[src/hw/bpPkg.sv]
/*
 * Shared constants and the instruction word view for the branch predictor.
 * Only beq, bne and jal are treated as control flow; everything else is sequential.
 */
`default_nettype none

package bpPkg;

    localparam int XLEN         = 32;
    localparam int GHR_BITS     = 5;
    localparam int PHT_ENTRIES  = 32;
    localparam int BTB_ENTRIES  = 32;
    // Index taken from PC bits 6 down to 2
    localparam int BTB_IDX_BITS = 5;
    localparam int QUEUE_DEPTH  = 4;
    localparam int PTR_BITS     = 2;

    localparam logic [6:0] OP_BRANCH = 7'b1100011;
    localparam logic [6:0] OP_JAL    = 7'b1101111;
    localparam logic [2:0] F3_BEQ    = 3'b000;
    localparam logic [2:0] F3_BNE    = 3'b001;

    localparam logic [XLEN-1:0] PC_STEP = 4;
    // Weakly not taken
    localparam logic [1:0] CTR_RESET = 2'b01;

    // One instruction word, read as B-type or J-type depending on opcode
    typedef union packed {
        logic [XLEN-1:0] raw;
        struct packed {
            logic       imm12;
            logic [5:0] imm10to5;
            logic [4:0] rs2;
            logic [4:0] rs1;
            logic [2:0] funct3;
            logic [3:0] imm4to1;
            logic       imm11;
            logic [6:0] opcode;
        } bView;
        struct packed {
            logic       imm20;
            logic [9:0] imm10to1;
            logic       imm11;
            logic [7:0] imm19to12;
            logic [4:0] rd;
            logic [6:0] opcode;
        } jView;
    } instrWord_u;

endpackage

`default_nettype wire

[src/hw/bpLinks.sv]
/*
 * Links between the fetch, queue and resolve blocks.
 * inflightIf moves a record when valid and ready are both high at a rising edge.
 */
`timescale 1ns/1ns
`default_nettype none

interface inflightIf;
    logic                        valid;
    logic                        ready;
    logic [bpPkg::XLEN-1:0]      pc;
    bpPkg::instrWord_u           instr;
    logic                        predTaken;
    logic [bpPkg::XLEN-1:0]      predTarget;
    logic [bpPkg::GHR_BITS-1:0]  phtIndex;

    modport source (output valid, pc, instr, predTaken, predTarget, phtIndex, input ready);
    modport sink (input valid, pc, instr, predTaken, predTarget, phtIndex, output ready);
endinterface

// Registered training pulses from resolve back to the tables
interface tableUpdateIf;
    logic                           phtWe;
    logic                           phtTaken;
    logic [bpPkg::GHR_BITS-1:0]     phtIndex;
    logic                           btbWe;
    logic [bpPkg::BTB_IDX_BITS-1:0] btbIndex;
    logic [bpPkg::XLEN-1:0]         btbTarget;
    logic                           ghrClear;

    modport source (output phtWe, phtTaken, phtIndex, btbWe, btbIndex, btbTarget, ghrClear);
    modport sink (input phtWe, phtTaken, phtIndex, btbWe, btbIndex, btbTarget, ghrClear);
endinterface

`default_nettype wire

[src/hw/branchPredictTop.sv]
/*
 * Single-slot branch prediction path: fetch prediction, in-flight queue, resolve.
 * resolveValid_i is only legal while resolveReady_o is high.
 */
`timescale 1ns/1ns
`default_nettype none

module branchPredictTop (
    input  logic                   clk,
    input  logic                   reset,
    input  logic                   fetchValid_i,
    input  logic [bpPkg::XLEN-1:0] fetchPc_i,
    input  logic [bpPkg::XLEN-1:0] fetchInstr_i,
    output logic                   fetchReady_o,
    output logic                   predTaken_o,
    output logic [bpPkg::XLEN-1:0] predTarget_o,
    input  logic                   resolveValid_i,
    input  logic                   resolveZero_i,
    output logic                   resolveReady_o,
    output logic                   resolveDone_o,
    output logic                   mispredict_o,
    output logic [bpPkg::XLEN-1:0] redirectPc_o
);

    inflightIf    pushLink ();
    inflightIf    popLink ();
    tableUpdateIf updLink ();

    logic flush;

    predictFetch fetch0 (
        .clk          (clk),
        .reset        (reset),
        .fetchValid_i (fetchValid_i),
        .fetchPc_i    (fetchPc_i),
        .fetchInstr_i (fetchInstr_i),
        .predTaken_o  (predTaken_o),
        .predTarget_o (predTarget_o),
        .push         (pushLink.source),
        .update       (updLink.sink)
    );

    inflightQueue queue0 (
        .clk            (clk),
        .reset          (reset),
        .flush_i        (flush),
        .push           (pushLink.sink),
        .pop            (popLink.source),
        .resolveReady_o (resolveReady_o),
        .fetchReady_o   (fetchReady_o)
    );

    branchResolve resolve0 (
        .clk            (clk),
        .reset          (reset),
        .resolveValid_i (resolveValid_i),
        .resolveZero_i  (resolveZero_i),
        .pop            (popLink.sink),
        .update         (updLink.source),
        .flush_o        (flush),
        .resolveDone_o  (resolveDone_o),
        .mispredict_o   (mispredict_o),
        .redirectPc_o   (redirectPc_o)
    );

endmodule

`default_nettype wire

[src/hw/branchResolve.sv]
/*
 * Resolves the oldest queued prediction using the ALU zero flag.
 * All results and training pulses are registered, one cycle after the resolve.
 */
`timescale 1ns/1ns
`default_nettype none

module branchResolve (
    input  logic                   clk,
    input  logic                   reset,
    input  logic                   resolveValid_i,
    input  logic                   resolveZero_i,
    inflightIf.sink                pop,
    tableUpdateIf.source           update,
    output logic                   flush_o,
    output logic                   resolveDone_o,
    output logic                   mispredict_o,
    output logic [bpPkg::XLEN-1:0] redirectPc_o
);

    logic                   fire;
    logic                   isBranch;
    logic                   isJal;
    logic [2:0]             funct3;
    logic [bpPkg::XLEN-1:0] bImm;
    logic [bpPkg::XLEN-1:0] jImm;
    logic [bpPkg::XLEN-1:0] target;
    logic                   actualTaken;
    logic                   mispredictNow;

    assign pop.ready = resolveValid_i;
    assign fire      = pop.valid && pop.ready;

    assign isBranch = pop.instr.bView.opcode == bpPkg::OP_BRANCH;
    assign isJal    = pop.instr.jView.opcode == bpPkg::OP_JAL;
    assign funct3   = pop.instr.bView.funct3;

    // Sign-extended immediates with bit 0 always zero
    assign bImm = {{19{pop.instr.bView.imm12}}, pop.instr.bView.imm12,
                   pop.instr.bView.imm11, pop.instr.bView.imm10to5,
                   pop.instr.bView.imm4to1, 1'b0};
    assign jImm = {{11{pop.instr.jView.imm20}}, pop.instr.jView.imm20,
                   pop.instr.jView.imm19to12, pop.instr.jView.imm11,
                   pop.instr.jView.imm10to1, 1'b0};

    assign target = pop.pc + (isJal ? jImm : bImm);

    assign actualTaken = isJal ||
                         (isBranch && ((funct3 == bpPkg::F3_BEQ && resolveZero_i) ||
                                       (funct3 == bpPkg::F3_BNE && !resolveZero_i)));

    // Right direction can still go to a stale BTB target
    assign mispredictNow = (pop.predTaken != actualTaken) ||
                           (pop.predTaken && pop.predTarget != target);

    always_ff @(posedge clk) begin
        if (reset) begin
            resolveDone_o <= 1'b0;
            mispredict_o  <= 1'b0;
            update.phtWe  <= 1'b0;
            update.btbWe  <= 1'b0;
        end else begin
            resolveDone_o <= fire;
            mispredict_o  <= fire && mispredictNow;
            update.phtWe  <= fire && isBranch;
            update.btbWe  <= fire && actualTaken;
        end
    end

    // Payload that travels with the pulses
    always_ff @(posedge clk) begin
        redirectPc_o     <= actualTaken ? target : pop.pc + bpPkg::PC_STEP;
        update.phtTaken  <= actualTaken;
        update.phtIndex  <= pop.phtIndex;
        update.btbIndex  <= pop.pc[bpPkg::BTB_IDX_BITS+1:2];
        update.btbTarget <= target;
    end

    // Mispredict empties the queue and resets the history
    assign update.ghrClear = mispredict_o;
    assign flush_o         = mispredict_o;

    // No new resolve while the flush of a mispredict is still pending
    assert property (@(posedge clk) disable iff (reset) mispredict_o |-> !resolveValid_i);

    // Flush has emptied the queue by the following cycle
    assert property (@(posedge clk) disable iff (reset) mispredict_o |=> !pop.valid);

endmodule

`default_nettype wire

[src/hw/inflightQueue.sv]
/*
 * Circular FIFO of predictions waiting for resolve in execute.
 * flush_i empties it completely and wins over a push in the same cycle.
 */
`timescale 1ns/1ns
`default_nettype none

module inflightQueue (
    input  logic      clk,
    input  logic      reset,
    input  logic      flush_i,
    inflightIf.sink   push,
    inflightIf.source pop,
    output logic      resolveReady_o,
    output logic      fetchReady_o
);

    logic [bpPkg::XLEN-1:0]     pcMem [bpPkg::QUEUE_DEPTH];
    bpPkg::instrWord_u          instrMem [bpPkg::QUEUE_DEPTH];
    logic                       takenMem [bpPkg::QUEUE_DEPTH];
    logic [bpPkg::XLEN-1:0]     targetMem [bpPkg::QUEUE_DEPTH];
    logic [bpPkg::GHR_BITS-1:0] phtIdxMem [bpPkg::QUEUE_DEPTH];

    logic [bpPkg::PTR_BITS-1:0] wrPtr;
    logic [bpPkg::PTR_BITS-1:0] rdPtr;
    logic [bpPkg::PTR_BITS:0]   count;
    logic                       full;
    logic                       empty;
    logic                       pushFire;
    logic                       popFire;

    assign full  = count == (bpPkg::PTR_BITS+1)'(bpPkg::QUEUE_DEPTH);
    assign empty = count == '0;

    assign push.ready     = !full;
    assign fetchReady_o   = !full;
    assign pop.valid      = !empty;
    assign resolveReady_o = !empty;

    assign pushFire = push.valid && push.ready;
    assign popFire  = pop.valid && pop.ready;

    // Oldest record is always at the read pointer
    assign pop.pc         = pcMem[rdPtr];
    assign pop.instr      = instrMem[rdPtr];
    assign pop.predTaken  = takenMem[rdPtr];
    assign pop.predTarget = targetMem[rdPtr];
    assign pop.phtIndex   = phtIdxMem[rdPtr];

    always_ff @(posedge clk) begin
        if (reset || flush_i) begin
            wrPtr <= '0;
            rdPtr <= '0;
            count <= '0;
        end else begin
            if (pushFire) begin
                wrPtr <= wrPtr + 1'b1;
            end
            if (popFire) begin
                rdPtr <= rdPtr + 1'b1;
            end
            // Simultaneous push and pop leaves count alone
            if (pushFire && !popFire) begin
                count <= count + 1'b1;
            end else if (popFire && !pushFire) begin
                count <= count - 1'b1;
            end
        end
    end

    always_ff @(posedge clk) begin
        if (pushFire) begin
            pcMem[wrPtr]     <= push.pc;
            instrMem[wrPtr]  <= push.instr;
            takenMem[wrPtr]  <= push.predTaken;
            targetMem[wrPtr] <= push.predTarget;
            phtIdxMem[wrPtr] <= push.phtIndex;
        end
    end

    // Resolve side must only ask for a record that exists
    assert property (@(posedge clk) disable iff (reset) pop.ready |-> !empty);

endmodule

`default_nettype wire

[src/hw/predictFetch.sv]
/*
 * Gshare direction predictor with an untagged direct-mapped BTB.
 * Prediction is combinational; only beq/bne/jal fetches are pushed to the queue.
 */
`timescale 1ns/1ns
`default_nettype none

module predictFetch (
    input  logic                   clk,
    input  logic                   reset,
    input  logic                   fetchValid_i,
    input  logic [bpPkg::XLEN-1:0] fetchPc_i,
    input  logic [bpPkg::XLEN-1:0] fetchInstr_i,
    output logic                   predTaken_o,
    output logic [bpPkg::XLEN-1:0] predTarget_o,
    inflightIf.source              push,
    tableUpdateIf.sink             update
);

    logic [bpPkg::GHR_BITS-1:0]     ghr;
    logic [1:0]                     pht [bpPkg::PHT_ENTRIES];
    logic                           btbValid [bpPkg::BTB_ENTRIES];
    logic [bpPkg::XLEN-1:0]         btbTarget [bpPkg::BTB_ENTRIES];

    bpPkg::instrWord_u              fetchWord;
    logic [bpPkg::GHR_BITS-1:0]     phtIdx;
    logic [bpPkg::BTB_IDX_BITS-1:0] btbIdx;
    logic                           isBranch;
    logic                           isJal;
    logic                           pushFire;

    assign fetchWord.raw = fetchInstr_i;
    assign isBranch = fetchWord.bView.opcode == bpPkg::OP_BRANCH;
    assign isJal    = fetchWord.jView.opcode == bpPkg::OP_JAL;

    // Gshare index folds the history onto the word address
    assign phtIdx = ghr ^ fetchPc_i[bpPkg::GHR_BITS+1:2];
    assign btbIdx = fetchPc_i[bpPkg::BTB_IDX_BITS+1:2];

    // Without a BTB hit there is no target to jump to
    assign predTaken_o = btbValid[btbIdx] && (isJal || (isBranch && pht[phtIdx][1]));
    assign predTarget_o = predTaken_o ? btbTarget[btbIdx] : fetchPc_i + bpPkg::PC_STEP;

    assign push.valid      = fetchValid_i && (isBranch || isJal);
    assign push.pc         = fetchPc_i;
    assign push.instr      = fetchWord;
    assign push.predTaken  = predTaken_o;
    assign push.predTarget = predTarget_o;
    assign push.phtIndex   = phtIdx;

    assign pushFire = push.valid && push.ready;

    always_ff @(posedge clk) begin
        if (reset) begin
            ghr <= '0;
            for (int i = 0; i < bpPkg::PHT_ENTRIES; i++) begin
                pht[i] <= bpPkg::CTR_RESET;
            end
            for (int i = 0; i < bpPkg::BTB_ENTRIES; i++) begin
                btbValid[i] <= 1'b0;
            end
        end else begin
            // Mispredict clear beats the speculative shift
            if (update.ghrClear) begin
                ghr <= '0;
            end else if (pushFire && isBranch) begin
                ghr <= {ghr[bpPkg::GHR_BITS-2:0], predTaken_o};
            end

            // Saturating 2-bit counters
            if (update.phtWe) begin
                if (update.phtTaken && pht[update.phtIndex] != 2'b11) begin
                    pht[update.phtIndex] <= pht[update.phtIndex] + 2'b01;
                end else if (!update.phtTaken && pht[update.phtIndex] != 2'b00) begin
                    pht[update.phtIndex] <= pht[update.phtIndex] - 2'b01;
                end
            end

            if (update.btbWe) begin
                btbValid[update.btbIndex] <= 1'b1;
            end
        end
    end

    // Target storage is qualified by btbValid
    always_ff @(posedge clk) begin
        if (update.btbWe) begin
            btbTarget[update.btbIndex] <= update.btbTarget;
        end
    end

endmodule

`default_nettype wire

[config.mk]
export PLATFORM = sky130hd
export DESIGN_NAME = branchPredictTop
export DESIGN_NICKNAME = d
export VERILOG_FILES = /design/src/hw/bpPkg.sv /design/src/hw/bpLinks.sv /design/src/hw/branchPredictTop.sv /design/src/hw/branchResolve.sv /design/src/hw/inflightQueue.sv /design/src/hw/predictFetch.sv
export SDC_FILE = /design/constraint.sdc
export NUM_CORES = 2
export LEC_CHECK = 0
export BUFFER_PORTS_ARGS = -buffer_cell sky130_fd_sc_hd__buf_2
export CAP_MARGIN = 20
export CORE_UTILIZATION = 30
export CTS_BUF_LIST = sky130_fd_sc_hd__clkbuf_4 sky130_fd_sc_hd__clkbuf_8 sky130_fd_sc_hd__clkbuf_16
export DETAILED_ROUTE_END_ITERATION = 10
export MAX_ROUTING_LAYER = met4
export PLACE_DENSITY = 0.52
export SYNTH_ARGS = -nofsm -noshare
export SYNTH_HDL_FRONTEND = slang
export SYNTH_HIERARCHICAL = 1
export SYNTH_SLANG_ARGS = --single-unit
[constraint.sdc]
create_clock -name clk -period 14.7 [get_ports clk]
set_input_delay 0.735 -clock clk [delete_from_list [all_inputs] [get_ports clk]]
set_output_delay 0.735 -clock clk [all_outputs]
set_load 0.005 [all_outputs]
# Yosys cells after proc, flatten, opt, wreduce, memory -nomap -nowiden

Memories as Yosys holds them, arrays and structs flattened. A register that Yosys moved wholly into a read port is not among the register bits.
Index checks and enable logic that the tools add are counted.

Add/sub/neg operators: 9
Muxes and demuxes: 37
Bitwise operators: 2
Eq/ne operators: 9
Reduce and logical (&&, ||, !) cells: 36
Multipliers: 0
$lt $le $gt $ge: 0
Divide/modulo/power cells: 0
Shifts and indexed selects: 0

Operator list:

| cell                    | number |
|---|---|
| $add A32 B3 Y32 const B | 2 |
| $mux W32                | 2 |
| $add A32 B32 Y32        | 1 |
| $ne A32 B32 Y1          | 1 |
| $eq A7 B7 Y1 const B    | 4 |
| $mux W1                 | 20 |
| $mux W2                 | 10 |
| $mux W20                | 1 |
| $logic_and A1 B1 Y1     | 17 |
| $mux W5                 | 2 |
| $add A2 B1 Y2 const B   | 3 |
| $logic_not A1 Y1        | 6 |
| $logic_not A3 Y1        | 2 |
| $logic_or A1 B1 Y1      | 6 |
| $mux W3                 | 2 |
| $xor A5 B5 Y5           | 1 |
| $reduce_bool A2 Y1      | 2 |
| $reduce_or A2 Y1        | 2 |
| $add A3 B1 Y3 const B   | 1 |
| $eq A3 B1 Y1 const B    | 1 |
| $eq A3 B3 Y1 const B    | 1 |
| $sub A3 B1 Y3 const B   | 1 |
| $ne A2 B2 Y1 const B    | 1 |
| $sub A2 B1 Y2 const B   | 1 |
| other kinds (3)         | 3 |

RAM bits: 1,528
Word-level logic and storage cells: 113
Latch bits: 0
Input bits: 69
Memories kept: 8
Bits in read-only memories: 0
Output and inout port bits: 69
Flip-flop bits (word level): 86

Memories:

| name             | depth | bits a word | read ports | clocked after memory_dff | write ports | line                | source |
|---|---|---|---|---|---|---|---|
| fetch0.btbTarget | 32    | 32          | 1          | 0                        | 1           | predictFetch.sv:23  | `logic [bpPkg::XLEN-1:0] btbTarget [bpPkg::BTB_ENTRIES];` |
| queue0.instrMem  | 4     | 32          | 1          | 1                        | 1           | inflightQueue.sv:19 | `bpPkg::instrWord_u instrMem [bpPkg::QUEUE_DEPTH];` |
| queue0.pcMem     | 4     | 32          | 1          | 1                        | 1           | inflightQueue.sv:18 | `logic [bpPkg::XLEN-1:0] pcMem [bpPkg::QUEUE_DEPTH];` |
| queue0.targetMem | 4     | 32          | 1          | 1                        | 1           | inflightQueue.sv:21 | `logic [bpPkg::XLEN-1:0] targetMem [bpPkg::QUEUE_DEPTH];` |
| fetch0.pht       | 32    | 2           | 2          | 0                        | 32          | predictFetch.sv:21  | `logic [1:0] pht [bpPkg::PHT_ENTRIES];` |
| fetch0.btbValid  | 32    | 1           | 1          | 0                        | 32          | predictFetch.sv:22  | `logic btbValid [bpPkg::BTB_ENTRIES];` |
| 2 more memories  | n/a   | n/a         | n/a        | n/a                      | n/a         | n/a                 |  |

# Longest topological paths before layout

An unclocked memory read counts as a cell.

Word-level depth: 11
Mapped depth: 20

# By module

Netlist, hierarchy kept.

By module, submodules not included:

| module        | times used | cells each | area an instance (um^2) |
|---|---|---|---|
| predictFetch  | 1          | 2,164      | 45,670.1 |
| inflightQueue | 1          | 583        | 15,175.8 |
| branchResolve | 1          | 604        | 5,029.8 |

# Worst setup path before layout

Ideal clock, no wire load.

Kind: register to register
Start: register with a tool-made name
End: register resolve0.mispredict_o, in the netlist resolve0/flush_o
Stages on the path, launching flop included: 19
Slack: 9.708 ns
Library setup time: 0.125 ns
Arrival time: 4.867 ns
Data required time: 14.575 ns
Buffers on the path: 2
Cell sequence: dfxtp_1 buf_2 mux4_2 nor2b_1 nand4_1 nor2_1 clkbuf_1 mux2_2 ha_1 nand3_1 and2_4 o21ai_2 xor3_1 a2111o_1 a2111o_1 or4_1 nor4_2 and4_1 a31oi_1

RTL lines:

| what                   | line                | source |
|---|---|---|
| end signal: assignment | branchResolve.sv:64 | `mispredict_o <= fire && mispredictNow;` |
| end: declaration       | branchResolve.sv:17 | `output logic mispredict_o,` |

==> run metrics <==
run status complete, no violations; highest attainable clock frequency 0.153 GHz; CP Launch Type flip-flop; relative contribution of the clock network to total power 0.368; Mapped Avg Cell Area 19.7 um2; count of nets after finishing 3,584; PostCTS Resize Cnt 0; met2 capacity usage during global routing 0.272; detailed-route wire length 180,000 um; transition time at the pin with the least slew margin 1120 ps; top-count cell post-synth edfxtp_1; internal power of the cells 8.54 mW; CTS max path bufs 3; part of the total power dissipated in combinational logic 0.131; clock tree from TritonCTS yes; final antenna-violating net count 0; Synthesis Warnings 6; Global Route met3 Usage 0.0262; DRT iter0 DRCs 3,093; via count of the routed design 33,100; maximum VDD drop 105 uV; number of sinks driven by the clock tree 1,620; number of buffers and inverters on the critical path 3; DRC violations left 0; worst setup skew after layout 29.9 ps; worst setup timing slack at the placement stage 8120 ps; number of H-tree levels 4; proportion of total power due to net switching 0.263; mapped cell area 65,900 um2; total CTS buffers 162; root buffer cell clkbuf_16; area growth from synthesis to layout 14.4%; setup repair after global routing missed its margin false; gr busiest metal met2; core footprint 218,000 um2; top post-synthesis cells by count 1,496 x edfxtp_1, 442 x mux4_2, 160 x nor2_1; data required time at the worst endpoint 15,380 ps; clock period minus final worst setup slack 6530 ps; part of the Yosys area used for sequential elements 0.720; area share of the largest cell type after synthesis 0.682; fraction of layout cells with a size suffix above 1 0.288; worst setup path class flip-flop to flip-flop; first-pass GRT wire length 257,000 um; DR pass1 iterations 5; Rel. slew slack 0.240; total gr overflow 0; cell chain of the critical path buf_4 -> buf_4 -> mux4_2 -> mux2_2 -> ha_1 -> inv_1 -> fa_1 -> xnor2_1 -> a2111o_1 -> nor3_1 -> nand4_1 -> nor4bb_1 -> nand4_1 -> or4_1 -> nor4_2 -> and4_1 -> a31oi_1; number of buffers inserted to repair setup after CTS 0; latest clock arrival within the worst-skew pair 820 ps; number of synthesized flops with an enable pin 1,496; global placement routability congestion 0.869; register bit total from synthesis 1,620; count of max-cap constraint violations 0; Synth area leader edfxtp_1; Main synth FF type edfxtp_1; critical path peak fanout 42; worst-case setup margin in the final layout 8170 ps; vias in the first global route 33,600; Global Route met1 Usage 0.216; power share of the sequential group 0.502; Arr. time, crit path 7210 ps; effective utilization at floorplan 0.303; placed wire-length estimate after detailed placement 105,000 um; pin count of the biggest net entering global routing 69; slowest stage cell, crit path buf_4; Synthesized Nets 3,462; area of the die 221,000 um2; Mapped Cells 3,351; post-detailed-route via-to-cell ratio 5.12; die width 471 um; Final period util 0.444; number of antenna violations at the first check in global routing 15; total I/O pin count 138; Psw 3.04 mW; longest individual stage delay on the worst path 790 ps; number of max-slew violations in the final report 0; P per Cell Area 154 nW/um2; number of buffers inserted by port buffering 137; Final Setup Violations 0; count of hold buffers inserted by post-cts repair 0; setup TNS 0 ps; Synth async-reset ratio 0; type of the tightest min-delay check input pin to flip-flop; family of cells with the greatest summed delay on the critical path simple AND/OR/NAND/NOR gates; Clock Pin Slew Worst Setup and Hold Paths 60 ps; height of the die 471 um; Setup crit end kind flip-flop; final routed wire length divided by cell count 27.9 um; Pleak 23.7 nW; number of distinct library cells after synthesis 80; Row Count 171; synth top area cells edfxtp_1 68%, mux4_2 15%, dfxtp_1 3.8%, buf_4 1.4%, mux2i_1 1.1%; Hold Fails Final Rpt 0; global-route usage over all layers 0.167
-- stage by stage --
stage	area, um2	cells	power (mW)	util	hold WS, ps
floorplan	65900	3351	6.69	-	435
CTS	75000	6451	11.6	0.345	76.7
detailed placement	69500	6149	7.30	0.319	457
finish	75400	6469	11.6	0.346	143
global placement	69400	6145	7.25	0.319	447
global route	75300	6467	12.0	0.346	114
-- state kept, by name (all words and copies together) (netlist names), 20 cells and up, named ones only --
signal	flops
fetch0/btbTarget	1024
fetch0/btbValid	32
fetch0/pht	64
queue0/instrMem	128
queue0/pcMem	128
queue0/phtIdxMem	20
queue0/targetMem	128
resolve0/redirectPc_o	31
resolve0/update.btbTarget	32
-- final timing paths --
path / start / to / slack, ps / depth (start not counted)
worst max-delay path: flip-flop / resolve0/flush_o / 8170 / 17
worst min-delay path: fetchInstr_i[10] / queue0/instrMem[1][10] / 140 / 1
worst max register to register: flip-flop / resolve0/flush_o / 8170 / 17
worst min register to register: fetch0/btbValid[13] / fetch0/btbValid[13] / 470 / 2
-- routing by layer --
metal | wire [um] | part of all wire
met5 | 0 | 0
met4 | 3850 | 0.021
met3 | 10400 | 0.058
met2 | 89200 | 0.49
met1 | 76900 | 0.43
-- cells by family (layout without fill, tap and decap cells) --
family / count (synthesis) / count (layout) / share of synthesized area
multiplexers: 538 / 538 / 0.168
other: 0 / 4 / 0
XOR/XNOR: 130 / 130 / 0.0177
flip-flops: 1620 / 1620 / 0.720
adder cells (fa/ha/maj): 42 / 42 / 0.00821
AND/OR/NAND/NOR: 510 / 510 / 0.0384
buffers and inverters: 296 / 556 / 0.0260
AO/OA/AOI/OAI: 215 / 215 / 0.0221
-- power by group through the flow --
stage	registers, mW	clock network, mW	logic, mW
final	5.81	4.26	1.51
after global routing	5.83	4.51	1.63
after CTS	5.97	4.35	1.24
after detailed placement	6.06	0	1.24
after global placement	6.08	0	1.17
after floorplan	5.89	0	0.803
-- layout by cell type, fill, tap and decap left out, drive strengths merged, types with 54 or more instances in the layout --
cell type / n
a21oi: 54
buf: 230
clkbuf: 190
clkinv: 76
dfxtp: 124
edfxtp: 1496
mux2i: 72
mux4: 449
nand2: 94
nand3: 76
nor2: 160
xnor2: 58
xor2: 71
-- cell type report --
| class | count | area (um2) |
|---|---|---|
| inverter | 24 | 92.6 |
| tap | 2854 | 3570 |
| antenna | 4 | 10.0 |
| sequential | 1620 | 47400 |
| clock inverter | 112 | 1190 |
| clock buffer | 190 | 4300 |
| timing repair buffer | 230 | 1720 |
| multi-input combinational | 1435 | 17100 |
| fill | 20300 | 142000 |
(Power assumes the default switching activity.)
